--- config.mk ---
export PLATFORM = sky130hd
export DESIGN_NAME = pixel_tracker
export DESIGN_NICKNAME = d
export VERILOG_FILES = /design/src/source/interp_pkg.sv /design/src/source/pixel_tracker.sv
export SDC_FILE = /design/constraint.sdc
export NUM_CORES = 1
export LEC_CHECK = 0
export ABC_CLOCK_PERIOD_IN_PS = 1800
export BUFFER_PORTS_ARGS = -buffer_cell sky130_fd_sc_hd__buf_2
export CAP_MARGIN = 20
export CORE_AREA = 2 2 39 41
export DETAILED_ROUTE_END_ITERATION = 12
export DIE_AREA = 0 0 41 43
export GPL_ROUTABILITY_DRIVEN = 0
export GPL_TIMING_DRIVEN = 1
export PLACE_DENSITY_LB_ADDON = 0.08
export SLEW_MARGIN = 15
export SYNTH_ARGS = -nofsm -noshare
export SYNTH_HDL_FRONTEND = slang
export SYNTH_SLANG_ARGS = --single-unit
--- constraint.sdc ---
create_clock -name aclk -period 1.8 [get_ports aclk]
set_clock_uncertainty 0.2 [all_clocks]
set_input_delay 0.09 -clock aclk [delete_from_list [all_inputs] [get_ports aclk]]
set_output_delay 0.09 -clock aclk [all_outputs]
set_load 0.01 [all_outputs]
--- src/source/interp_pkg.sv ---
/*
 * Attribute interpolator package
 * Widths, pipeline latencies, attribute indices and the packed
 * structs shared by the interpolator pipeline. Attributes are
 * signed fixed point and wrap modulo 2^ATTR_WIDTH.
 */
package interp_pkg;

    ////////////////////////////////////////////////////////////
    // Widths
    ////////////////////////////////////////////////////////////

    // Signed fixed-point attribute word
    localparam int ATTR_WIDTH = 32;

    // Screen and bounding-box coordinates
    localparam int SCREEN_POS_WIDTH = 11;

    // Framebuffer index
    localparam int INDEX_WIDTH = 32;

    localparam int NUM_ATTRS = 5;

    // Attribute slots in every per-attribute array
    localparam int ATTR_DEPTH_Z = 0;
    localparam int ATTR_COLOR_R = 1;
    localparam int ATTR_COLOR_G = 2;
    localparam int ATTR_COLOR_B = 3;
    localparam int ATTR_COLOR_A = 4;

    ////////////////////////////////////////////////////////////
    // Pipeline latencies, in clock edges
    ////////////////////////////////////////////////////////////

    localparam int MUL_LATENCY = 1;
    localparam int SUM_LATENCY = 2;
    localparam int INTERP_LATENCY = MUL_LATENCY + SUM_LATENCY;

    // In-flight counter covers one pixel more than the pipeline holds
    localparam int PIXEL_COUNT_WIDTH = $clog2(INTERP_LATENCY + 2);

    ////////////////////////////////////////////////////////////
    // Attribute types
    ////////////////////////////////////////////////////////////

    typedef logic signed [ATTR_WIDTH-1:0] attr_t;

    // Plane equation of one attribute, constant per triangle
    typedef struct packed {
        attr_t base;
        attr_t inc_x;
        attr_t inc_y;
    } attr_plane_t;

    typedef attr_plane_t [NUM_ATTRS-1:0] attr_plane_set_t;

    typedef attr_t [NUM_ATTRS-1:0] attr_set_t;

    // Step products along x and y for every attribute
    typedef struct packed {
        attr_set_t x;
        attr_set_t y;
    } attr_xy_set_t;

    ////////////////////////////////////////////////////////////
    // Pixel types
    ////////////////////////////////////////////////////////////

    // Pixel as delivered by the rasterizer
    typedef struct packed {
        logic                        valid;
        logic                        last;
        logic [SCREEN_POS_WIDTH-1:0] bbx;
        logic [SCREEN_POS_WIDTH-1:0] bby;
        logic [SCREEN_POS_WIDTH-1:0] spx;
        logic [SCREEN_POS_WIDTH-1:0] spy;
        logic [INDEX_WIDTH-1:0]      index;
    } pixel_in_t;

    // Fields passed through unchanged; bbx/bby end at the multiplier
    typedef struct packed {
        logic                        valid;
        logic                        last;
        logic [SCREEN_POS_WIDTH-1:0] spx;
        logic [SCREEN_POS_WIDTH-1:0] spy;
        logic [INDEX_WIDTH-1:0]      index;
    } pixel_sideband_t;

endpackage

--- src/source/pixel_tracker.sv ---
/*
 * Pixel tracker
 * Counts pixels between input and output of the interpolator and
 * flags when any pixel is in flight.
 */
`timescale 1ns/1ns

module pixel_tracker
    import interp_pkg::*;
(
    input  logic aclk,
    input  logic reset,
    input  logic pixel_accepted,
    input  logic pixel_emitted,
    output logic pixel_in_pipeline
);

    logic [PIXEL_COUNT_WIDTH-1:0] pixel_count;

    always_ff @(posedge aclk) begin
        if (reset) begin
            pixel_count <= '0;
        end else begin
            case ({pixel_accepted, pixel_emitted})
                2'b10:   pixel_count <= pixel_count + 1'b1;
                2'b01:   pixel_count <= pixel_count - 1'b1;
                // Both or neither leave the count unchanged
                default: pixel_count <= pixel_count;
            endcase
        end
    end

    // A pixel entering this cycle counts as in flight already
    assign pixel_in_pipeline = (pixel_count != '0) || pixel_accepted;

endmodule

==> impl_metrics.json <==
{
  "portBuffers": 4,
  "cp-startpoint": "pixel_count[0]$_SDFFE_PP0P_",
  "netlist_instances": 15,
  "clockBufferDepth": 2,
  "arrival_ns": 1.60,
  "drc": 0,
  "r2r_cells": 4,
  "dieWidth_microns": 41,
  "antenna_cells": 0,
  "place_ws_ns": 0.113,
  "yosysMostFrequentCell": "dfxtp_1",
  "drive_gt1_frac": 0.292,
  "drv_slew": 0,
  "syn_area_per_cell_sq_um": 10.3,
  "syn_area_sq_um": 155,
  "netlist_top_cells_count": "3 x dfxtp_1, 2 x nor2_1",
  "whs_ns": 0.132,
  "reg2reg_to": "pixel_count[2]$_SDFFE_PP0P_",
  "grt_pass1_vias": 152,
  "r2r-start": "pixel_count[0]$_SDFFE_PP0P_",
  "status": "finished, final reports clean",
  "finalCritPeriodShare": 0.908,
  "postCtsSetupRepairBufs": 0,
  "post-route-min-period_ns": 1.64,
  "synthFlopType": "dfxtp_1",
  "largest_register_ffs": 3,
  "vdd_drop_max_mv": 0.189,
  "via_per_inst": 3.38,
  "start_util": 0.112,
  "hold_class": "input pin to register",
  "yosysWarnings": 0,
  "num_io_pins": 5,
  "hold_violations": 0,
  "postCtsResizedCells": 0,
  "firstDrtPassIters": 2,
  "dr_total_vias": 135,
  "syn_nets": 21,
  "track_usage": 0.0563,
  "largestRegisters": "pixel_count x3",
  "regToRegSetupSlack_ns": 0.16,
  "path_class": "register to register",
  "wl_per_cell_microns": 7.55,
  "clk_pin_slew_ns": 0.04,
  "end_kind": "register",
  "fin_util": 0.167,
  "num_rows": 14,
  "rsz0062_at_grt": "no",
  "max_freq_mhz": 612,
  "ys_seq_area_frac": 0.387,
  "antenna_found_initial": 0,
  "grt_pass1_wl_microns": 572,
  "critical_path.endpoint": "pixel_count[2]$_SDFFE_PP0P_",
  "regMostFlops": "pixel_count",
  "die_area_sq_um": 1760,
  "cp_max_fo": 3,
  "fillers": 164,
  "clockRootBuffer": "clkbuf_4",
  "slew-limit-headroom": 0.894,
  "cp.required_ns": 1.76,
  "gr-total-overflow": 0,
  "async_flop_share": 0,
  "fin_ws_ns": 0.165,
  "routed_wl_microns": 302,
  "synthTopCellsByArea": "dfxtp_1 39%, fa_1 13%, ha_1 8.1%",
  "htree_levels": 1,
  "final_nets": 31,
  "setup_violations": 0,
  "cts.sinks": 3,
  "drt_iter0_drc": 1,
  "power.total_w": 0.000254,
  "p_leak_nw": 0.104,
  "synth_cell_type_count": 12,
  "fp.dieH_microns": 43,
  "p_per_area_nw_per_um2": 1100,
  "synth_edf_count": 0,
  "design.core.area_sq_um": 1380,
  "clk_latency_ns": 0.23,
  "synthToLayoutAreaGrowth_pct": 49.2,
  "yosysTopAreaCell": "dfxtp_1",
  "tritoncts": "built",
  "maxCapViolations": 0,
  "setup-tns-final_ns": 0,
  "cts_hold_buf": 1,
  "cts-buffers-inserted": 3,
  "max_slew.worst_pin.slew_ns": 0.158,
  "postRouteAntennaNets": 0,
  "grt_max_degree": 5,
  "critPathLaunchType": "register",
  "synth_top_cell_area_share": 0.387,
  "ys_ff_latch": 3
}
-- cell type report --
| class | instances | area (sq um) | area share |
|---|---|---|---|
| Sequential cell | 3 | 60.1 | 0.259 |
| Timing Repair Buffer | 5 | 30.0 | 0.130 |
| Inverter | 1 | 3.75 | 0.0162 |
| Clock buffer | 4 | 26.3 | 0.114 |
| Multi-Input combinational cell | 11 | 91.3 | 0.395 |
| Tap cell | 16 | 20.0 | 0.0865 |
-- cell usage in the layout (no fill, tap or decap), types with 2 or more instances in the layout --
cell type / count
clkbuf_4: 3
buf_2: 4
nor2_1: 2
dfxtp_1: 3
-- how the worst min path moves through the flow --
| stage | start | to | cells after the start |
|---|---|---|---|
| finish | pixel_emitted | pixel_count[1]$_SDFFE_PP0P_ | 4 |
| floorplan | reset | pixel_count[2]$_SDFFE_PP0P_ | 1 |
| global placement | reset | pixel_count[2]$_SDFFE_PP0P_ | 2 |
| detailed placement | reset | pixel_count[2]$_SDFFE_PP0P_ | 2 |
| CTS | pixel_emitted | pixel_count[0]$_SDFFE_PP0P_ | 4 |
| global route | pixel_emitted | pixel_count[1]$_SDFFE_PP0P_ | 4 |
-- worst max-delay path: stages, from the launching register on --
cell and delay, ns:
dfxtp_1 0.33, fa_1 0.44, xnor2_1 0.15, or3_1 0.31, a21oi_1 0.13
-- kinds of logic after synthesis --
kind of cell	after synthesis	share of synthesized area
adder cells (fa/ha/maj)	2	0.210
XOR/XNOR	2	0.113
AO/OA/AOI/OAI	2	0.0645
flip-flops	3	0.387
multiplexers	1	0.0645
AND/OR/NAND/NOR	4	0.137
buffers and inverters	1	0.0242
-- metal layers --
metal / track usage / vias to the layer above / part of all wire
li1: - / 68 / -
met1: 0.0548 / 62 / 0.43
met2: 0.0656 / 5 / 0.45
met3: 0.0471 / 0 / 0.12
met4: 0.0600 / 0 / 0
met5: 0 / - / 0
-- through the flow --
step,instance area [sq um],cells
2_1_floorplan,155,15
3_3_place_gp,195,35
3_5_place_dp,195,35
4_1_cts,231,40
5_1_grt,231,40
6_report,231,40
-- report_power, final --
| group | switching, W | total (W) | internal (W) |
|---|---|---|---|
| Combinational | 0.0000228 | 0.0000495 | 0.0000267 |
| Clock | 0.0000354 | 0.000118 | 0.0000831 |
| Sequential | 0.00000896 | 0.0000863 | 0.0000773 |
| Total | 0.0000672 | 0.000254 | 0.000187 |
Note: power is estimated with default switching activity, not from simulation.
