[src/source/interp_pkg.sv]
/*
 * Attribute interpolator package
 * Widths, pipeline latencies, attribute indices and the packed
 * structs shared by the interpolator pipeline. Attributes are
 * signed fixed point and wrap modulo 2^ATTR_WIDTH.
 */
package interp_pkg;

    ////////////////////////////////////////////////////////////
    // Widths
    ////////////////////////////////////////////////////////////

    // Signed fixed-point attribute word
    localparam int ATTR_WIDTH = 32;

    // Screen and bounding-box coordinates
    localparam int SCREEN_POS_WIDTH = 11;

    // Framebuffer index
    localparam int INDEX_WIDTH = 32;

    localparam int NUM_ATTRS = 5;

    // Attribute slots in every per-attribute array
    localparam int ATTR_DEPTH_Z = 0;
    localparam int ATTR_COLOR_R = 1;
    localparam int ATTR_COLOR_G = 2;
    localparam int ATTR_COLOR_B = 3;
    localparam int ATTR_COLOR_A = 4;

    ////////////////////////////////////////////////////////////
    // Pipeline latencies, in clock edges
    ////////////////////////////////////////////////////////////

    localparam int MUL_LATENCY = 1;
    localparam int SUM_LATENCY = 2;
    localparam int INTERP_LATENCY = MUL_LATENCY + SUM_LATENCY;

    // In-flight counter covers one pixel more than the pipeline holds
    localparam int PIXEL_COUNT_WIDTH = $clog2(INTERP_LATENCY + 2);

    ////////////////////////////////////////////////////////////
    // Attribute types
    ////////////////////////////////////////////////////////////

    typedef logic signed [ATTR_WIDTH-1:0] attr_t;

    // Plane equation of one attribute, constant per triangle
    typedef struct packed {
        attr_t base;
        attr_t inc_x;
        attr_t inc_y;
    } attr_plane_t;

    typedef attr_plane_t [NUM_ATTRS-1:0] attr_plane_set_t;

    typedef attr_t [NUM_ATTRS-1:0] attr_set_t;

    // Step products along x and y for every attribute
    typedef struct packed {
        attr_set_t x;
        attr_set_t y;
    } attr_xy_set_t;

    ////////////////////////////////////////////////////////////
    // Pixel types
    ////////////////////////////////////////////////////////////

    // Pixel as delivered by the rasterizer
    typedef struct packed {
        logic                        valid;
        logic                        last;
        logic [SCREEN_POS_WIDTH-1:0] bbx;
        logic [SCREEN_POS_WIDTH-1:0] bby;
        logic [SCREEN_POS_WIDTH-1:0] spx;
        logic [SCREEN_POS_WIDTH-1:0] spy;
        logic [INDEX_WIDTH-1:0]      index;
    } pixel_in_t;

    // Fields passed through unchanged; bbx/bby end at the multiplier
    typedef struct packed {
        logic                        valid;
        logic                        last;
        logic [SCREEN_POS_WIDTH-1:0] spx;
        logic [SCREEN_POS_WIDTH-1:0] spy;
        logic [INDEX_WIDTH-1:0]      index;
    } pixel_sideband_t;

endpackage

[src/source/attribute_summer.sv]
/*
 * Attribute summer
 * Second and third pipeline stages. Adds the x and y step products,
 * then adds the plane base. Every sum wraps modulo 2^ATTR_WIDTH.
 */
`timescale 1ns/1ns

module attribute_summer
    import interp_pkg::*;
(
    input  logic            aclk,

    // Step products from the multiplier
    input  attr_xy_set_t    products,

    input  attr_plane_set_t planes,

    output attr_set_t       attrs
);

    attr_set_t step_sum;

    ////////////////////////////////////////////////////////////
    // Stage 1: combined step
    ////////////////////////////////////////////////////////////

    always_ff @(posedge aclk) begin
        for (int i = 0; i < NUM_ATTRS; i++) begin
            step_sum[i] <= products.x[i] + products.y[i];
        end
    end

    ////////////////////////////////////////////////////////////
    // Stage 2: add base value
    ////////////////////////////////////////////////////////////

    // Planes are held stable, so no delayed copy of the base is needed
    always_ff @(posedge aclk) begin
        for (int i = 0; i < NUM_ATTRS; i++) begin
            attrs[i] <= step_sum[i] + planes[i].base;
        end
    end

endmodule

[config.mk]
export PLATFORM = sky130hd
export DESIGN_NAME = attribute_summer
export DESIGN_NICKNAME = d
export VERILOG_FILES = /design/src/source/interp_pkg.sv /design/src/source/attribute_summer.sv
export SDC_FILE = /design/constraint.sdc
export NUM_CORES = 1
export LEC_CHECK = 0
export BUFFER_PORTS_ARGS = -buffer_cell sky130_fd_sc_hd__buf_2
export CORE_AREA = 3 3 375 377
export DETAILED_ROUTE_END_ITERATION = 12
export DIE_AREA = 0 0 378 380
export PLACE_DENSITY = 0.44
export SLEW_MARGIN = 20
export SYNTH_ARGS = -nofsm -noshare
export SYNTH_HDL_FRONTEND = slang
export SYNTH_SLANG_ARGS = --single-unit
export TNS_END_PERCENT = 50
[constraint.sdc]
create_clock -name aclk -period 4.6 [get_ports aclk]
set_clock_uncertainty 0.05 [all_clocks]
set_input_delay 0 -clock aclk [delete_from_list [all_inputs] [get_ports aclk]]
set_output_delay 0 -clock aclk [all_outputs]
set_load 0.02 [all_outputs]
==> results of run 1 <==
-- area by class of cell --
class | instances | area (um^2)
Timing Repair Buffer | 1315 | 9950
Sequential cell | 320 | 6410
Inverter | 62 | 233
Clock buffer | 59 | 1290
Fill cell | 14902 | 102000
Multi-Input combinational cell | 1947 | 14600
Tap cell | 1794 | 2240
Antenna cell | 3 | 7.51
Clock inverter | 22 | 329
-- flip-flops by register name, indices dropped and copies added (netlist names) --
name,cells
attrs,160
step_sum,160
-- per-stage QoR --
| step | utilization | area (um^2) |
|---|---|---|
| after floorplan | - | 21400 |
| after global placement | 0.194 | 26700 |
| after detailed placement | 0.194 | 26700 |
| after CTS | 0.255 | 35100 |
| after global routing | 0.255 | 35100 |
| final | 0.255 | 35100 |
-- power breakdown --
part	switching (mW)	internal (mW)	leakage, nW
combinational	4.24	3.51	12.6
clock	1.43	2.41	0.808
sequential	0.377	3.81	2.70
total	6.05	9.74	16.1
-- Yosys cell counts (all sizes together) (14+ instances only) --
master | n | area (um^2)
dfxtp | 320 | 6410
ha | 310 | 3880
a21oi | 259 | 1300
xnor2 | 201 | 1760
a21o | 182 | 1370
o21ai | 141 | 709
nor2 | 129 | 484
nand2 | 117 | 442
xor2 | 89 | 780
inv | 62 | 233
nand3 | 42 | 210
o21bai | 39 | 293
a31oi | 33 | 213
and3 | 31 | 194
nor3 | 30 | 150
a211oi | 29 | 223
o21a | 29 | 218
clkbuf | 26 | 97.6
nand4 | 26 | 163
o211ai | 24 | 185
nand2b | 23 | 144
nor2b | 22 | 138
o31ai | 14 | 105
-- critical path, cell delays in order, from the launching register on --
cell and delay, ns:
dfxtp_1 0.30, ha_1 0.22, fa_1 0.41, a21oi_1 0.26
o2111ai_1 0.20, nand4_1 0.24, a21oi_1 0.12, or3_1 0.46
a31oi_1 0.51, nor2_1 0.15, a31oi_1 0.23, xnor2_1 0.08
dlygate4sd3_1 0.55
-- routing by layer --
layer / share of wire / vias up / GRT usage
met5: 0.00023 / - / 0
met4: 0.037 / 4 / 0.0439
met3: 0.074 / 121 / 0.0325
met2: 0.46 / 729 / 0.205
met1: 0.43 / 10470 / 0.141
li1: - / 11428 / -
-- what timing repair did --
item,CTS,global route
hold buffers,673,0
hold endpoints to repair,317,0
endpoints found under the setup margin,0,0
-- cell families (layout without fill, tap and decap cells) --
| group | Yosys count | count (layout) |
|---|---|---|
| compound gates | 851 | 851 |
| xor+xnor | 290 | 290 |
| fa+ha+maj | 320 | 320 |
| buf+inv | 93 | 1458 |
| flops | 320 | 320 |
| mux | 2 | 2 |
| other cells | 0 | 3 |
| simple gates | 484 | 484 |
-- final timing paths --
check | end
max | attrs[92]
min | step_sum[41]
max reg2reg | attrs[92]
min reg2reg | attrs[128]
==> impl_metrics.ini, run 1 <==
[outcome]
status = finished, final reports clean

[cts]
clock-sinks = 320
clk-insertion-delay-late_ns = 0.60
cts_buffers = 44
cts.repair.resized = 0
root_buffer = clkbuf_16
cts_setup_buffers = 0
clkTransAtPathRegs_ns = 0.05
h-tree-depth = 2
cts_tree = built
clock_path_buffers = 3

[worst_hold_path]
min_from = products[41]
whs_path_depth = 5
hold_path.class = primary input to flip-flop

[sta]
rsz0062_at_grt = no
fin_crit_sh = 0.849
drv_slew = 0
hold_viol = 0
fmax_mhz = 256
worst_slack_ns = 0.696
period_needed_ns = 3.90
whs_ns = 0.0263
setup_viol = 0
worst_pin_slew_ns = 1.02
tns_ns = 0
max_slew_margin = 0.312

[global_routing]
grt_max_degree = 13
grt_first_pass_wirelength_um = 133000
antenna_found_initial = 6
grt_pass1_vias = 23327
overflow = 0
groute.usage.overall = 0.119

[logic_synthesis]
syn_nets = 3481
syn_inst = 2360
synth_xor_area_frac = 0.119
synth_top_family_by_area = compound AO/OA/AOI/OAI gates
ys_warn_count = 0
synth_edf_count = 0
muxShareOfSynthArea = 0.000995
synth-compound-area-share = 0.261
seq_area_frac_synth = 0.300
ys.flop_type = dfxtp_1
synth_simple_gate_area_share = 0.112
synth.distinct_cells = 86
synth.avg_cell_area_um2 = 9.06
netlist_area_mm2 = 0.0214
postSynthRegisterBits = 320
ys_async_sr_fraction = 0
synthAdderAreaFrac = 0.191

[placed_design]
io_buffers = 640
pre_cts_slack_ns = 1.07
dp.cells = 4765
dpl.hpwl_um = 73500
place_congestion = 0.868

[routing]
vias_per_cell = 4.12
postRouteAntennaNets = 0
drt-total-wl_um = 90200
via_count = 22752
post-route-drc-count = 0
first_pass_iters = 5
drt_iter0_markers = 1208
routedWlPerCell_um = 16.3

[job]
maxCapViolCount = 0

[worst_setup_path]
crit_start = step_sum[64]
crit_path_end_kind = flip-flop
reg2reg_slack_ns = 0.70
r2r-start = step_sum[64]
critPathRequiredTime_ns = 5.01
worstRegToRegCells = 12
start_kind = flip-flop
criticalPathCategory = flip-flop to flip-flop
cp_max_fo = 4
worstPathArrival_ns = 4.32

[floorplanning]
io_pins = 961
die_w_um = 378
rows = 136
start_util = 0.155
die-area_mm2 = 0.144
die_h_um = 380
core_mm2 = 0.137

[final_layout]
final_cell_mix = 673 x dlygate4sd3_1, 640 x buf_2, 320 x dfxtp_1
finalNonFillerCells = 5522
nets = 4811
drive_above_1_share = 0.204
syn_to_final_growth_pct = 64.1
final_common_cell = dlygate4sd3_1

[power_and_ir_drop]
peakVddDrop_mv = 0.218
leakage_nw = 16.1
p_total_mw = 15.8
powerDensity_mw_per_mm2 = 450
Power figures use the tool's default switching activity.
==> inputs of run 2 (changes only) <==
--- a/config.mk
+++ b/config.mk
@@ -9,7 +9,7 @@
 export CORE_AREA = 3 3 375 377
 export DETAILED_ROUTE_END_ITERATION = 12
 export DIE_AREA = 0 0 378 380
-export PLACE_DENSITY = 0.44
+export PLACE_DENSITY = 0.45
 export SLEW_MARGIN = 20
 export SYNTH_ARGS = -nofsm -noshare
 export SYNTH_HDL_FRONTEND = slang
==> constraint.sdc (replaced) <==
create_clock -name aclk -period 3.4 [get_ports aclk]
set_clock_uncertainty 0.05 [all_clocks]
set_input_delay 0 -clock aclk [delete_from_list [all_inputs] [get_ports aclk]]
set_output_delay 0 -clock aclk [all_outputs]
set_load 0.02 [all_outputs]
==> run 2 against run 1 <==
- worst hold slack better by 0.037 ns
- routed wire length is 1.8% higher
- critical path type is now primary input to flip-flop
- critical path depth increased by 2
==> impl_metrics.ini, run 2 (synthesis results as in run 1) <==
[outcome]
status = finished, final reports clean

[placed_design]
place_congestion = 0.892
placedInstanceArea_mm2 = 0.0269
dpl.hpwl_um = 74000
io_buffers = 640

[sta]
hold_viol = 0
period_needed_ns = 3.37
setup_viol = 0
max_slew_margin = 0.603
rsz0062_at_grt = yes
fmax_mhz = 297
fin_crit_sh = 0.991
worst_pin_slew_ns = 0.587
drv_slew = 0

[final_layout]
syn_to_final_growth_pct = 65.5
final_cell_mix = 666 x dlygate4sd3_1, 640 x buf_2, 320 x dfxtp_1
reg_top3 = attrs (160), step_sum (160)
nets = 4828
final_area_mm2 = 0.0354
final_common_cell = dlygate4sd3_1
fillers = 14826
register_area_mm2 = 0.00641
drive_above_1_share = 0.216
multi_input_area_mm2 = 0.0147
final_util = 0.257

[floorplanning]
core_mm2 = 0.137
start_util = 0.155
die_w_um = 378
rows = 136
die-area_mm2 = 0.144
die_h_um = 380
io_pins = 961

[cts]
clock-sinks = 320
clkTransAtPathRegs_ns = 0.06
clk-insertion-delay-late_ns = 0.61
root_buffer = clkbuf_16
cts_buffers = 45
clock_path_buffers = 3
h-tree-depth = 2
cts_tree = built

[routing]
drt-total-wl_um = 91800
routedWlPerCell_um = 16.6
via_count = 23152
vias_per_cell = 4.18
post-route-drc-count = 0
postRouteAntennaNets = 0
first_pass_iters = 5
drt_iter0_markers = 1119

[worst_setup_path]
crit_path_end_kind = flip-flop
critPathRequiredTime_ns = 3.89
cp_max_fo = 3
worstPathArrival_ns = 3.85
start_kind = primary input
criticalPathCategory = primary input to flip-flop

[global_routing]
grt_first_pass_wirelength_um = 137000
groute.usage.overall = 0.122
overflow = 0
grt_max_degree = 14
antenna_found_initial = 11
grt_pass1_vias = 23918

[power_and_ir_drop]
leakage_nw = 16.2
powerDensity_mw_per_mm2 = 610
peakVddDrop_mv = 0.312

[worst_hold_path]
hold_path.class = primary input to flip-flop

[job]
maxCapViolCount = 0
run 2: cell types whose count changed in the layout (fill, tap and decap cells not counted), sizes merged, moves of 2 or more:
cell	before	now
clkbuf	59	55
clkinv	13	10
inv	63	70
dlygate4sd3	673	666
buf	642	665
bufinv	8	10
diode	3	5
run 2: cell type report:
type,instances,area share
antenna,5,0.000354
clock buffer,55,0.0349
clock inverter,29,0.0128
inverter,62,0.00658
multi-input combinational,1947,0.416
sequential,320,0.181
tap,1794,0.0635
timing repair buffer,1331,0.284
run 2: power breakdown:
part / internal, mW / total, mW / switching [mW]
sequential: 5.16 / 5.70 / 0.543
combinational: 4.72 / 10.5 / 5.74
clock: 3.38 / 5.41 / 2.03
total: 13.3 / 21.6 / 8.32
run 2: stage by stage:
stage                     hold slack, ns  power [mW]  instances  setup TNS [ns]  setup WS [ns]
after floorplan                   0.0703        11.3       2360               0          0.699
after global placement             0.177        14.7       4787               0          0.136
after detailed placement           0.172        14.7       4787               0          0.167
after CTS                        0.00475        21.8       5537               0         0.0254
after global routing              0.0332        23.0       5543         -0.0556        -0.0518
final                             0.0638        21.6       5543               0         0.0311
run 2: worst paths after layout:
kind                                    start  slack (ns)           end  cells past startpoint
worst max register to register  step_sum[132]        0.13    attrs[157]                      9
worst min-delay path             products[19]        0.06  step_sum[20]                      6
worst min register to register   step_sum[64]        0.39     attrs[64]                      1
worst max-delay path            products[224]        0.03  step_sum[94]                     14
run 2: worst max-delay path, cell delays in order:
cell           delay [ns]
dlygate4sd3_1        0.52
buf_2                0.12
ha_1                 0.23
fa_1                 0.42
a21o_1               0.21
a31oi_1              0.18
o21bai_1             0.16
a211oi_2             0.35
o31ai_1              0.20
a41o_1               0.31
nor4b_4              0.16
a221oi_2             0.27
xnor2_1              0.16
dlygate4sd3_1        0.56
run 2: what timing repair did:
item	CTS	global route
setup buffers	0	1
endpoints found under the hold margin	318	0
hold buffers	666	0
gates resized for setup	0	31
setup endpoints to repair	0	30
run 2: routing by layer:
layer  global-route usage  wire (um)  vias up  share of wire
li1                     -          -    11477              -
met2                0.215      43700      826           0.48
met5                    0         13        -        0.00014
met1                0.141      38400    10705           0.42
met3               0.0295       6360      142          0.069
met4               0.0459       3430        2          0.037
==> inputs of run 3 (changes only) <==
--- a/config.mk
+++ b/config.mk
@@ -10,6 +10,7 @@
 export DETAILED_ROUTE_END_ITERATION = 12
 export DIE_AREA = 0 0 378 380
 export PLACE_DENSITY = 0.45
+export REMOVE_ABC_BUFFERS = 1
 export SLEW_MARGIN = 20
 export SYNTH_ARGS = -nofsm -noshare
 export SYNTH_HDL_FRONTEND = slang
==> constraint.sdc (replaced) <==
create_clock -name aclk -period 3.4 [get_ports aclk]
set_clock_uncertainty 0.05 [all_clocks]
set_input_delay 0.68 -clock aclk [delete_from_list [all_inputs] [get_ports aclk]]
set_output_delay 0.68 -clock aclk [all_outputs]
set_load 0.02 [all_outputs]
==> run 3 against run 2 <==
- sequential power down 0.9%
- critical path depth fell by 2
- first-iteration DRC count decreased by 12%
- worst setup slack better by 0.26 ns
- cell count fell by 9.3%
- worst hold slack improved by 0.16 ns
- register-to-register slack gained 0.16 ns
- sequential cell count unchanged
- sequential share of layout area is 3.6 points higher
- largest cell class unchanged
==> impl_metrics.ini, run 3 (synthesis results as in run 1) <==
[outcome]
status = finished, final reports clean

[final_layout]
final_cell_mix = 640 x buf_2, 320 x dfxtp_1, 310 x ha_1
final_util = 0.215
final_common_cell = buf_2
fillers = 15338
drive_above_1_share = 0.287
reg_top3 = attrs (160), step_sum (160)
syn_to_final_growth_pct = 38.1
nets = 4306

[sta]
worst_slack_ns = 0.287
whs_ns = 0.225
tns_ns = 0
period_needed_ns = 3.11
fmax_mhz = 321
setup_viol = 0
rsz0062_at_grt = no
fin_crit_sh = 0.916
drv_slew = 0
worst_pin_slew_ns = 0.652
max_slew_margin = 0.562
hold_viol = 0

[cts]
clkTransAtPathRegs_ns = 0.07
cts.repair.resized = 0
clk-insertion-delay-late_ns = 0.61
root_buffer = clkbuf_16
clock-sinks = 320
cts_setup_buffers = 0
cts_buffers = 46
cts_tree = built
clock_path_buffers = 3
ctsHoldBuffers = 0
h-tree-depth = 2

[power_and_ir_drop]
peakVddDrop_mv = 0.473
leakage_nw = 14.0
p_total_mw = 19.3
powerDensity_mw_per_mm2 = 654

[worst_setup_path]
cp_max_fo = 4
start_kind = flip-flop
r2r-start = step_sum[64]
cp_slowest_stage_delay_ns = 0.44
worstPathArrival_ns = 3.58
critPathMostFrequentCell = a21oi_1
crit_start = step_sum[64]
critPathRequiredTime_ns = 3.87
crit_path_end_kind = flip-flop
path_cells = ha_1 -> fa_1 -> a21oi_1 -> o2111ai_1 -> nand4_1 -> a21oi_1 -> or3_1 -> a31oi_1 -> buf_4 -> o31ai_1 -> a21oi_1 -> xnor2_1
criticalPathCategory = flip-flop to flip-flop
cp_slowest_cell = or3_1

[placed_design]
pre_cts_slack_ns = -0.180
place_congestion = 0.842
dpl.hpwl_um = 66200
io_buffers = 640

[worst_hold_path]
min_from = planes[352]
hold_path.class = primary input to flip-flop

[global_routing]
overflow = 0
groute.usage.overall = 0.102
grt_max_degree = 14
antenna_found_initial = 36
grt_first_pass_wirelength_um = 115000
grt_pass1_vias = 20739

[floorplanning]
die-area_mm2 = 0.144
core_mm2 = 0.137
die_w_um = 378
rows = 136
start_util = 0.155
io_pins = 961
die_h_um = 380

[routing]
routedWlPerCell_um = 15.4
postRouteAntennaNets = 0
vias_per_cell = 4.07
first_pass_iters = 5
drt-total-wl_um = 77500
via_count = 20448
post-route-drc-count = 0
drt_iter0_markers = 984

[job]
maxCapViolCount = 0
-- run 3: cell count changes in the layout (fill, tap and decap cells not counted), sizes merged --
| cell | before | now |
|---|---|---|
| inv | 70 | 65 |
| clkbuf | 55 | 58 |
| bufinv | 10 | 4 |
| buf | 665 | 808 |
| dlygate4sd3 | 666 | 0 |
| diode | 5 | 13 |
| clkinvlp | 1 | 4 |
| clkinv | 10 | 14 |
-- run 3: critical path: cells and delay by family, from the launching register on --
family / cells / cell delay, ns
compound gates: 6 / 1.10
fa+ha+maj: 2 / 0.64
simple gates: 2 / 0.64
flops: 1 / 0.30
buf+inv: 1 / 0.15
xor+xnor: 1 / 0.14
-- run 3: area by class of cell --
class,count,area (um^2),area share
Sequential cell,320,6410,0.217
Antenna cell,13,32.5,0.00110
Multi-Input combinational cell,1947,14600,0.495
Inverter,62,233,0.00788
Timing Repair Buffer,808,4460,0.151
Tap cell,1794,2240,0.0760
Clock buffer,58,1250,0.0422
Clock inverter,25,283,0.00958
-- run 3: metrics by stage --
stage | cell area [um^2] | cells
finish | 29500 | 5027
CTS | 29500 | 5014
global placement | 28000 | 4931
detailed placement | 28000 | 4931
floorplan | 21300 | 2329
global route | 29500 | 5019
-- run 3: final timing paths --
| check | to | slack (ns) | cells after the start |
|---|---|---|---|
| setup / recovery | attrs[94] | 0.29 | 12 |
| hold / removal | attrs[96] | 0.23 | 2 |
| setup reg to reg | attrs[94] | 0.29 | 12 |
| hold reg to reg | attrs[128] | 0.39 | 1 |
-- run 3: layer usage --
metal	routed length [um]	vias to the layer above	global-route usage
met5	199	-	0
met4	2100	30	0.0299
met3	6130	128	0.0332
met2	36600	607	0.180
met1	32400	9255	0.118
li1	-	10428	-
-- run 3: where the power goes --
group / total (mW) / internal, mW / switching (mW)
sequential: 5.65 / 5.16 / 0.492
combinational: 8.76 / 3.70 / 5.06
clock: 4.91 / 2.92 / 2.00
