`config.mk`:
```
export PLATFORM = sky130hd
export DESIGN_NAME = sideband_delay
export DESIGN_NICKNAME = d
export VERILOG_FILES = /design/src/source/interp_pkg.sv /design/src/source/sideband_delay.sv
export SDC_FILE = /design/constraint.sdc
export NUM_CORES = 1
export LEC_CHECK = 0
export ABC_AREA = 1
export BUFFER_PORTS_ARGS = -buffer_cell sky130_fd_sc_hd__buf_2
export CAP_MARGIN = 25
export CORE_MARGIN = 1.5
export CORE_UTILIZATION = 49
export DETAILED_ROUTE_END_ITERATION = 6
export PLACE_DENSITY = 0.76
export SYNTH_ARGS = -nofsm -noshare
export SYNTH_HDL_FRONTEND = slang
export SYNTH_SLANG_ARGS = --single-unit
```
`constraint.sdc`:
```
create_clock -name aclk -period 0.8 [get_ports aclk]
set_input_delay 0.04 -clock aclk [delete_from_list [all_inputs] [get_ports aclk]]
set_output_delay 0.04 -clock aclk [all_outputs]
set_load 0.01 [all_outputs]
```
`src/source/interp_pkg.sv`:
```
/*
 * Attribute interpolator package
 * Widths, pipeline latencies, attribute indices and the packed
 * structs shared by the interpolator pipeline. Attributes are
 * signed fixed point and wrap modulo 2^ATTR_WIDTH.
 */
package interp_pkg;

    ////////////////////////////////////////////////////////////
    // Widths
    ////////////////////////////////////////////////////////////

    // Signed fixed-point attribute word
    localparam int ATTR_WIDTH = 32;

    // Screen and bounding-box coordinates
    localparam int SCREEN_POS_WIDTH = 11;

    // Framebuffer index
    localparam int INDEX_WIDTH = 32;

    localparam int NUM_ATTRS = 5;

    // Attribute slots in every per-attribute array
    localparam int ATTR_DEPTH_Z = 0;
    localparam int ATTR_COLOR_R = 1;
    localparam int ATTR_COLOR_G = 2;
    localparam int ATTR_COLOR_B = 3;
    localparam int ATTR_COLOR_A = 4;

    ////////////////////////////////////////////////////////////
    // Pipeline latencies, in clock edges
    ////////////////////////////////////////////////////////////

    localparam int MUL_LATENCY = 1;
    localparam int SUM_LATENCY = 2;
    localparam int INTERP_LATENCY = MUL_LATENCY + SUM_LATENCY;

    // In-flight counter covers one pixel more than the pipeline holds
    localparam int PIXEL_COUNT_WIDTH = $clog2(INTERP_LATENCY + 2);

    ////////////////////////////////////////////////////////////
    // Attribute types
    ////////////////////////////////////////////////////////////

    typedef logic signed [ATTR_WIDTH-1:0] attr_t;

    // Plane equation of one attribute, constant per triangle
    typedef struct packed {
        attr_t base;
        attr_t inc_x;
        attr_t inc_y;
    } attr_plane_t;

    typedef attr_plane_t [NUM_ATTRS-1:0] attr_plane_set_t;

    typedef attr_t [NUM_ATTRS-1:0] attr_set_t;

    // Step products along x and y for every attribute
    typedef struct packed {
        attr_set_t x;
        attr_set_t y;
    } attr_xy_set_t;

    ////////////////////////////////////////////////////////////
    // Pixel types
    ////////////////////////////////////////////////////////////

    // Pixel as delivered by the rasterizer
    typedef struct packed {
        logic                        valid;
        logic                        last;
        logic [SCREEN_POS_WIDTH-1:0] bbx;
        logic [SCREEN_POS_WIDTH-1:0] bby;
        logic [SCREEN_POS_WIDTH-1:0] spx;
        logic [SCREEN_POS_WIDTH-1:0] spy;
        logic [INDEX_WIDTH-1:0]      index;
    } pixel_in_t;

    // Fields passed through unchanged; bbx/bby end at the multiplier
    typedef struct packed {
        logic                        valid;
        logic                        last;
        logic [SCREEN_POS_WIDTH-1:0] spx;
        logic [SCREEN_POS_WIDTH-1:0] spy;
        logic [INDEX_WIDTH-1:0]      index;
    } pixel_sideband_t;

endpackage

```
`src/source/sideband_delay.sv`:
```
/*
 * Sideband delay line
 * Shifts the pixel sideband through INTERP_LATENCY registers so it
 * leaves together with the interpolated attributes.
 */
`timescale 1ns/1ns

module sideband_delay
    import interp_pkg::*;
(
    input  logic            aclk,
    input  logic            reset,
    input  pixel_sideband_t sideband_in,
    output pixel_sideband_t sideband_out
);

    pixel_sideband_t stage [INTERP_LATENCY];

    always_ff @(posedge aclk) begin
        stage[0] <= sideband_in;
        for (int i = 1; i < INTERP_LATENCY; i++) begin
            stage[i] <= stage[i-1];
        end

        // Only the valid bits are cleared, payload keeps flowing
        if (reset) begin
            for (int i = 0; i < INTERP_LATENCY; i++) begin
                stage[i].valid <= 1'b0;
            end
        end
    end

    assign sideband_out = stage[INTERP_LATENCY-1];

endmodule

```
==> metrics.cfg, run 1 <==
[outcome]
status=finished, violations left
violations=negative setup slack

[power]
internal_power_w=0.0136
p_switching_w=0.00344
power_w=0.0170
p_clk_share_pct=43.3
p_comb_share_pct=4.0
swShare_pct=20.3
p_seq_share_pct=52.7
ir_drop_uv=2040
p_per_area_mw_per_mm2=3130
cellLeakagePower_nw=2.44

[timing]
setup_viol=56
skew_ns=0.00698
rsz0062_at_grt=true
fmax_ghz=1.02
holdWs_ns=0.168
layout_setup_ws_ns=-0.176
min_period_over_period_pct=122
slew_violations=0
slew-limit-headroom_pct=82.3
period_needed_ns=0.976
tightestPinTransition_ns=0.265
hold_viol=0

[floorplan]
die_area_mm2=0.00831
rows=31
die_y_um=91.1
start_util_pct=51.6
coreArea_mm2=0.00737
num_io_pins=114
die_w_um=91.1

[synthesis]
ys_seq_area_share_pct=88.4
synth.avg_cell_area_um2=16.5
synth_top_area_share_pct=88.4
synth_seq_cells=168
yosysWarningCount=0
ys_top_cells_by_area=dfxtp_1 (88%), buf_4 (11%), inv_1 (0.30%), nor2_1 (0.30%)
syn_area_mm2=0.00381
ys_types=4
synth_largest_area_cell=dfxtp_1
netlist_instances=230
syn_nets=288

[clocking]
clk_pin_slew_ns=0.07
root_buffer=clkbuf_8
clock_sinks=168
clk_path_buf_depth=2
cts_tree=done
postCtsSetupBuffers=0
clk_latency_ns=0.49
cts_made_buffers=17
h-tree-depth=4

[worst_setup_path]
cpPeakStageDelay_ns=0.32
required_ns=0.76
cp.arrival_ns=0.94
path_class=reg -> out
critical_path_depth=1
reg2reg_depth=2
crit_buf_inv=1
worstPathCellList=buf_2
worst-path-max-fanout=1
setup.worst_path.end_class=primary output
critPathTopFamily=flip-flops
r2r_slack_ns=0.29
crit_path_top_delay_cell=dfxtp_1
critPathLaunchType=flop

[placement]
portBuffers=113
gp_congestion=0.641
placedCellCount=386
placed_area_mm2=0.00408
dp_hpwl_um=2950

[detailed_routing]
routed_wl_um=5760
num_vias=1807
first_iter_violations=38
drc_errors=0
dr.pass1.iters=2
ant_nets=0
viasPerCell=3.80
wl_per_cell_um=12.1

[grt]
grt_pass1_wl_um=8850
grt_max_degree=17
grt_use_total_pct=14.6
grt_pass1_vias=1885
antenna_found_initial=0
overflow=0

[final_layout]
area_delta_synth_final_pct=42.9
reg_top3=stage: 168 flops
largest_register_ffs=168
final_cell_area_mm2=0.00544
largest-register=stage
final_layout_size_suffix_gt1_share_pct=46.5
finalNonFillerCells=475
num-nets-final=421
nFillCells=452
diodes=0

[min_path]
min_delay_path_depth=2
min_path_type=in -> reg

[run]
maxCapViolCount=0

## worst paths after layout
check	startpoint	to
hold / removal	sideband_in[2]	stage[0][2]
hold reg to reg	stage[0][103]	stage[0][159]
setup / recovery	stage[0][127]	sideband_out[15]
setup reg to reg	stage[0][55]	stage[0][111]
## power by group through the flow
stage	combinational [W]	clock [W]	sequential, W
global route	0.000728	0.00793	0.00900
CTS	0.000625	0.00752	0.00894
global placement	0.000355	0	0.00908
finish	0.000681	0.00736	0.00896
floorplan	0.000288	0	0.00907
detailed placement	0.000362	0	0.00910
## layout by cell type, fill, tap and decap left out
cell type | netlist | routed
dfxtp_1 | 168 | 136
buf_2 | 0 | 81
dlygate4sd3_1 | 0 | 57
buf_6 | 0 | 32
dfxtp_2 | 0 | 32
clkbuf_16 | 0 | 16
clkinvlp_4 | 0 | 4
inv_6 | 0 | 4
inv_1 | 3 | 3
nor2_1 | 3 | 3
clkbuf_8 | 0 | 2
clkinv_4 | 0 | 2
clkbuf_1 | 0 | 2
clkinv_2 | 0 | 1
bufinv_16 | 0 | 1
## cell usage after synthesis
| cell type | count |
|---|---|
| nor2_1 | 3 |
| inv_1 | 3 |
| dfxtp_1 | 168 |
| buf_4 | 56 |
## stage by stage
stage | TNS, ns | setup slack, ns | utilization, %
final | -8.88 | -0.176 | 73.8
after detailed placement | 0 | 0.324 | 55.3
after global placement | 0 | 0.324 | 55.3
after floorplan | 0 | 0.354 | -
after CTS | -10.61 | -0.208 | 72.1
after global routing | -11.73 | -0.234 | 73.8
## cells by family (layout without fill, tap and decap cells)
| logic type | after synthesis | count (layout) | share of synthesized area (%) |
|---|---|---|---|
| buf+inv | 59 | 205 | 11.3 |
| flops | 168 | 168 | 88.4 |
| simple gates | 3 | 3 | 0.296 |
## layout make-up
class | count | area, um2 | share of cell area (%)
clock inverter | 12 | 118 | 2.16
clock buffer | 20 | 435 | 8.01
inverter | 3 | 11.3 | 0.207
tap | 99 | 124 | 2.28
sequential | 168 | 3400 | 62.6
multi-input combinational | 3 | 11.3 | 0.207
timing repair buffer | 170 | 1340 | 24.6
## per-layer routing
metal | vias to the layer above | global-route usage [%] | routed length [um]
met5 | - | 0 | 0
met4 | 0 | 5.86 | 55
met3 | 6 | 7.12 | 351
met2 | 71 | 25.8 | 3120
met1 | 820 | 14.6 | 2230
li1 | 910 | - | -
## what timing repair did
item / 4_1_cts / 5_1_grt
gates resized for setup: 30 / 34
hold endpoints to repair: 58 / 0
endpoints found under the setup margin: 56 / 56
hold buffers: 57 / 0
Power figures use the tool's default switching activity.
==> run 2: changes to the inputs <==
RECOVER_POWER = 100   (was unset)
SLEW_MARGIN = 20   (was unset)
==> run 2 against run 1 <==
  * The flow still finishes with violations (negative setup slack)
  * Die area unchanged
  * Register-to-register slack about the same
  * Clock power about the same
==> metrics.cfg, run 2 (synthesized netlist as in run 1, its figures left out) <==
[outcome]
status=finished, violations left
violations=negative setup slack

[grt]
overflow=0  ; unchanged
grt_pass1_vias=1885  ; unchanged
grt_use_total_pct=14.6  ; unchanged
grt_max_degree=17  ; unchanged
antenna_found_initial=0  ; unchanged
grt_pass1_wl_um=8850  ; unchanged

[timing]
rsz0062_at_grt=true
holdWs_ns=0.168  ; unchanged
slew-limit-headroom_pct=82.3  ; unchanged
slew_violations=0  ; unchanged
min_period_over_period_pct=122  ; unchanged
layout_setup_ws_ns=-0.176  ; unchanged
setup_viol=56  ; unchanged
tightestPinTransition_ns=0.265  ; unchanged
fmax_ghz=1.02  ; unchanged
skew_ns=0.00698  ; unchanged
period_needed_ns=0.976  ; unchanged
hold_viol=0  ; unchanged

[final_layout]
reg_top3=stage: 168 flops
largest-register=stage
nFillCells=453  ; +0.22%
num-nets-final=421  ; unchanged
post-route-util_pct=73.8  ; about the same
final_layout_size_suffix_gt1_share_pct=46.0  ; -0.53 points
final_cell_area_mm2=0.00544  ; about the same
diodes=0  ; unchanged
mostFrequentLayoutCells=dfxtp_1 (136), buf_2 (79), dlygate4sd3_1 (57)
final_common_cell=dfxtp_1
area_delta_synth_final_pct=42.8  ; about the same
largest_register_ffs=168  ; unchanged
finalNonFillerCells=475  ; unchanged

[clocking]
clk_path_buf_depth=2  ; unchanged
clk_latency_ns=0.49  ; about the same
clk_pin_slew_ns=0.07  ; about the same
h-tree-depth=4  ; unchanged
clock_sinks=168  ; unchanged
root_buffer=clkbuf_8
cts_tree=done
cts_made_buffers=17  ; unchanged
postCtsSetupBuffers=0  ; unchanged

[floorplan]
die_area_mm2=0.00831  ; unchanged
start_util_pct=51.6  ; unchanged
rows=31  ; unchanged
die_w_um=91.1  ; unchanged
die_y_um=91.1  ; unchanged
num_io_pins=114  ; unchanged
coreArea_mm2=0.00737  ; unchanged

[power]
cellLeakagePower_nw=2.44  ; -0.23%
ir_drop_uv=2040  ; about the same
p_per_area_mw_per_mm2=3130  ; about the same

[worst_setup_path]
crit_buf_inv=1  ; unchanged
startpoint=stage[0][127]
critPathLaunchType=flop
crit_path_top_delay_cell=dfxtp_1
worst-path-max-fanout=1  ; unchanged
worstPathCellList=buf_2
critPathTopFamily=flip-flops
cpPeakStageDelay_ns=0.32  ; about the same
path_class=reg -> out
setup.worst_path.end_class=primary output
r2r_start=stage[0][55]
required_ns=0.76  ; about the same
cp.arrival_ns=0.94  ; about the same

[placement]
placed_area_mm2=0.00408  ; unchanged
pre_cts_ws_ns=0.324  ; unchanged
gp_congestion=0.641  ; unchanged
dp_hpwl_um=2950  ; unchanged
placedCellCount=386  ; unchanged
portBuffers=113  ; unchanged

[detailed_routing]
viasPerCell=3.80  ; unchanged
dr.pass1.iters=2  ; unchanged
first_iter_violations=41  ; +7.9%
ant_nets=0  ; unchanged
num_vias=1807  ; unchanged
routed_wl_um=5760  ; unchanged
wl_per_cell_um=12.1  ; unchanged
drc_errors=0  ; unchanged

[min_path]
hp-start=sideband_in[2]
min_path_type=in -> reg

[run]
maxCapViolCount=0  ; unchanged

[run 2: metal layers]
layer	routed length [um]	GRT usage, %	up-vias
met4	55	5.86	0
met5	0	0	-
met3	352	7.12	6
li1	-	-	910
met2	3120	25.8	71
met1	2230	14.6	820
[run 2: path summary, 6_finish.rpt]
path	slack, ns	endpoint	cells after the start
max	-0.18	sideband_out[15]	1
min	0.17	stage[0][2]	2
max reg2reg	0.29	stage[0][111]	2
min reg2reg	0.32	stage[0][159]	0
[run 2: per-stage QoR]
stage / power (W) / setup TNS [ns]
6_report: 0.0170 / -8.88
5_1_grt: 0.0177 / -11.73
4_1_cts: 0.0171 / -10.61
3_5_place_dp: 0.00946 / 0
3_3_place_gp: 0.00944 / 0
2_1_floorplan: 0.00935 / 0
[run 2: cell type report]
type | instances | area, um2 | share of cell area (%)
tap | 99 | 124 | 2.28
inverter | 3 | 11.3 | 0.207
sequential | 168 | 3400 | 62.6
clock inverter | 12 | 118 | 2.16
multi-input combinational | 3 | 11.3 | 0.207
timing repair buffer | 170 | 1330 | 24.5
clock buffer | 20 | 435 | 8.01
[run 2: where the power goes]
part,internal (W),leakage [nW],total [W],switching (W)
Clock,0.00426,0.259,0.00736,0.00310
Combinational,0.000466,0.761,0.000680,0.000213
Sequential,0.00883,1.42,0.00896,0.000129
Total,0.0136,2.44,0.0170,0.00344
[run 2: timing repair]
action | CTS | global route
endpoints found under the hold margin | 58 | 0
pin swaps | 0 | 0
resized for setup | 30 | 34
endpoints found under the setup margin | 56 | 56
hold buffers | 57 | 0
==> run 3: changes to the inputs <==
ABC_AREA = unset   (was 1)
PLACE_DENSITY = 0.77   (was 0.76)
==> run 3 against run 2 <==
  * The run still ends with negative setup slack left
  * Via count decreased by 2.3%
  * Synthesized cell count decreased by 1.3%
  * Register-to-register slack about the same
  * Critical path depth unchanged
  * Combinational power decreased by 3.8%
  * Largest power group unchanged
  * Critical endpoint is now sideband_out[21]
  * Die area about the same
==> metrics.cfg, run 3 <==
[outcome]
status=finished, violations left
violations=negative setup slack

[final_layout]
final_common_cell=dfxtp_1
nFillCells=453  ; unchanged
num-nets-final=418  ; -0.71%
reg_top3=stage: 168 flops
largest_register_ffs=168  ; unchanged
area_delta_synth_final_pct=42.3
final_layout_size_suffix_gt1_share_pct=44.7  ; -1.3 points
post-route-util_pct=73.4  ; -0.37 points
mostFrequentLayoutCells=dfxtp_1 (145), buf_2 (90), dlygate4sd3_1 (57)
largest-register=stage
diodes=0  ; unchanged

[floorplan]
die_area_mm2=0.00830  ; about the same
die_y_um=91.1  ; about the same
die_w_um=91.1  ; about the same
rows=31  ; unchanged
num_io_pins=114  ; unchanged
start_util_pct=51.6  ; about the same
coreArea_mm2=0.00737  ; unchanged

[worst_setup_path]
cp.arrival_ns=0.94  ; about the same
reg2reg_depth=1  ; -1
worstPathCellList=buf_2
cpPeakStageDelay_ns=0.31  ; about the same
r2r_slack_ns=0.29  ; about the same
startpoint=stage[0][133]
critPathTopFamily=flip-flops
setup.worst_path.end_class=primary output
r2r-end=stage[0][111]
worst-path-max-fanout=1  ; unchanged
required_ns=0.76  ; about the same
path_class=reg -> out
r2r_start=stage[0][55]
critical_path_depth=1  ; unchanged
crit_buf_inv=1  ; unchanged
critPathLaunchType=flop
crit_end=sideband_out[21]
crit_path_top_delay_cell=dfxtp_1

[synthesis]
ys_top_cells_by_area=dfxtp_1 (88%), buf_4 (11%), nor2b_1 (0.49%)
ys_seq_area_share_pct=88.5  ; about the same
synth_edf_count=0  ; unchanged
async_flop_share_pct=0  ; unchanged
synthFlopType=dfxtp_1
synth.avg_cell_area_um2=16.8  ; +1.2%
syn_nets=285  ; -1.0%
ys_types=3  ; -1
synth_largest_area_cell=dfxtp_1
synth_commonest_cells=dfxtp_1 (168), buf_4 (56), nor2b_1 (3)
netlist_instances=227  ; -1.3%
synthMostInstantiatedCell=dfxtp_1
synth_top_area_share_pct=88.5  ; about the same
yosysWarningCount=0  ; unchanged
syn_area_mm2=0.00380  ; about the same
synth_seq_cells=168  ; unchanged

[timing]
period_needed_ns=0.975  ; -0.00109 ns
skew_ns=0.00855  ; +0.00156 ns
hold_viol=0  ; unchanged
holdWs_ns=0.167  ; -0.00173 ns
tightestPinTransition_ns=0.270  ; +0.00556 ns
slew_violations=0  ; unchanged
fmax_ghz=1.03  ; +0.11%
setup_viol=56  ; unchanged
rsz0062_at_grt=true
layout_setup_ws_ns=-0.175  ; +0.00109 ns
slew-limit-headroom_pct=82.0  ; -0.37 points
min_period_over_period_pct=122  ; -0.14 points

[run]
maxCapViolCount=0  ; unchanged

[clocking]
clk_path_buf_depth=2  ; unchanged
cts_made_buffers=17  ; unchanged
root_buffer=clkbuf_8
postCtsSetupBuffers=0  ; unchanged
clock_sinks=168  ; unchanged
clk_latency_ns=0.50  ; about the same
cts_tree=done
h-tree-depth=4  ; unchanged
clk_pin_slew_ns=0.07  ; about the same

[grt]
grt_max_degree=17  ; unchanged
overflow=0  ; unchanged
grt_pass1_wl_um=8230  ; -6.9%
antenna_found_initial=0  ; unchanged
grt_use_total_pct=13.6  ; -1.1 points
grt_pass1_vias=1899  ; +0.74%

[detailed_routing]
routed_wl_um=5390  ; -6.4%
num_vias=1766  ; -2.3%
viasPerCell=3.76  ; -1.2%
dr.pass1.iters=4  ; +2
first_iter_violations=24  ; -41%
drc_errors=0  ; unchanged
ant_nets=0  ; unchanged
wl_per_cell_um=11.5  ; -5.4%

[placement]
gp_congestion=0.645  ; +0.70%
dp_hpwl_um=2890  ; -2.0%
portBuffers=113  ; unchanged

[power]
p_per_area_mw_per_mm2=3240  ; +3.8%
ir_drop_uv=2010  ; -1.7%
cellLeakagePower_nw=2.43  ; -0.10%

[min_path]
min_path_type=in -> reg

## run 3: changes by cell type after synthesis, sizes merged
cell,previous run,this run
nor2,3,0
nor2b,0,3
inv,3,0
## run 3: layout make-up
cell class                      instances  area (um2)  share of cell area (%)
Sequential cell                       168        3390                    62.7
Clock buffer                           18         428                    7.91
Clock inverter                         12         166                    3.08
Timing Repair Buffer                  170        1280                    23.7
Multi-Input combinational cell          3        18.8                   0.347
Tap cell                               99         124                    2.29
## run 3: worst min path at each step
stage                     from      endpoint  slack (ns)  depth (start not counted)
6_report       sideband_in[28]  stage[0][28]        0.17                          2
5_1_grt        sideband_in[40]  stage[0][40]        0.14                          2
4_1_cts        sideband_in[28]  stage[0][28]        0.14                          2
3_5_place_dp   sideband_in[42]  stage[0][42]        0.14                          1
3_3_place_gp   sideband_in[12]  stage[0][12]        0.14                          1
2_1_floorplan   sideband_in[0]   stage[0][0]        0.07                          0
## run 3: logic make-up (layout without fill, tap and decap cells)
| kind of cell | after synthesis | after routing | synth area share, % |
|---|---|---|---|
| buffers and inverters | 56 | 200 | 11.1 |
| DFF | 168 | 168 | 88.5 |
| and+or+nand+nor | 3 | 3 | 0.494 |
## run 3: power by group
group | switching [W] | total (W) | internal, W | leakage [nW]
clock | 0.00309 | 0.00795 | 0.00486 | 0.278
combinational | 0.000210 | 0.000654 | 0.000444 | 0.739
sequential | 0.000113 | 0.00894 | 0.00883 | 1.42
## run 3: metrics by stage
| stage | setup WS (ns) | cell area, um2 | cells | power, W | setup TNS, ns |
|---|---|---|---|---|---|
| detailed placement | 0.298 | 4070 | 383 | 0.00946 | 0 |
| floorplan | 0.310 | 3800 | 227 | 0.00935 | 0 |
| CTS | -0.208 | 5280 | 470 | 0.0177 | -10.86 |
| finish | -0.175 | 5410 | 470 | 0.0175 | -9.08 |
| global placement | 0.304 | 4070 | 383 | 0.00944 | 0 |
| global route | -0.229 | 5410 | 470 | 0.0182 | -12.02 |
## run 3: layer usage
| layer | part of all wire [%] | vias up | GRT usage, % |
|---|---|---|---|
| met1 | 36 | 786 | 11.5 |
| met4 | 1.1 | 0 | 5.47 |
| met5 | 0 | - | 0 |
| met2 | 55 | 70 | 24.8 |
| met3 | 8.0 | 6 | 8.54 |
| li1 | - | 904 | - |
## run 3: what timing repair did
action,CTS,global route
endpoints found under the hold margin,58,0
hold buffers,57,0
endpoints found under the setup margin,56,56
gates resized for setup,12,34
cloned,0,0
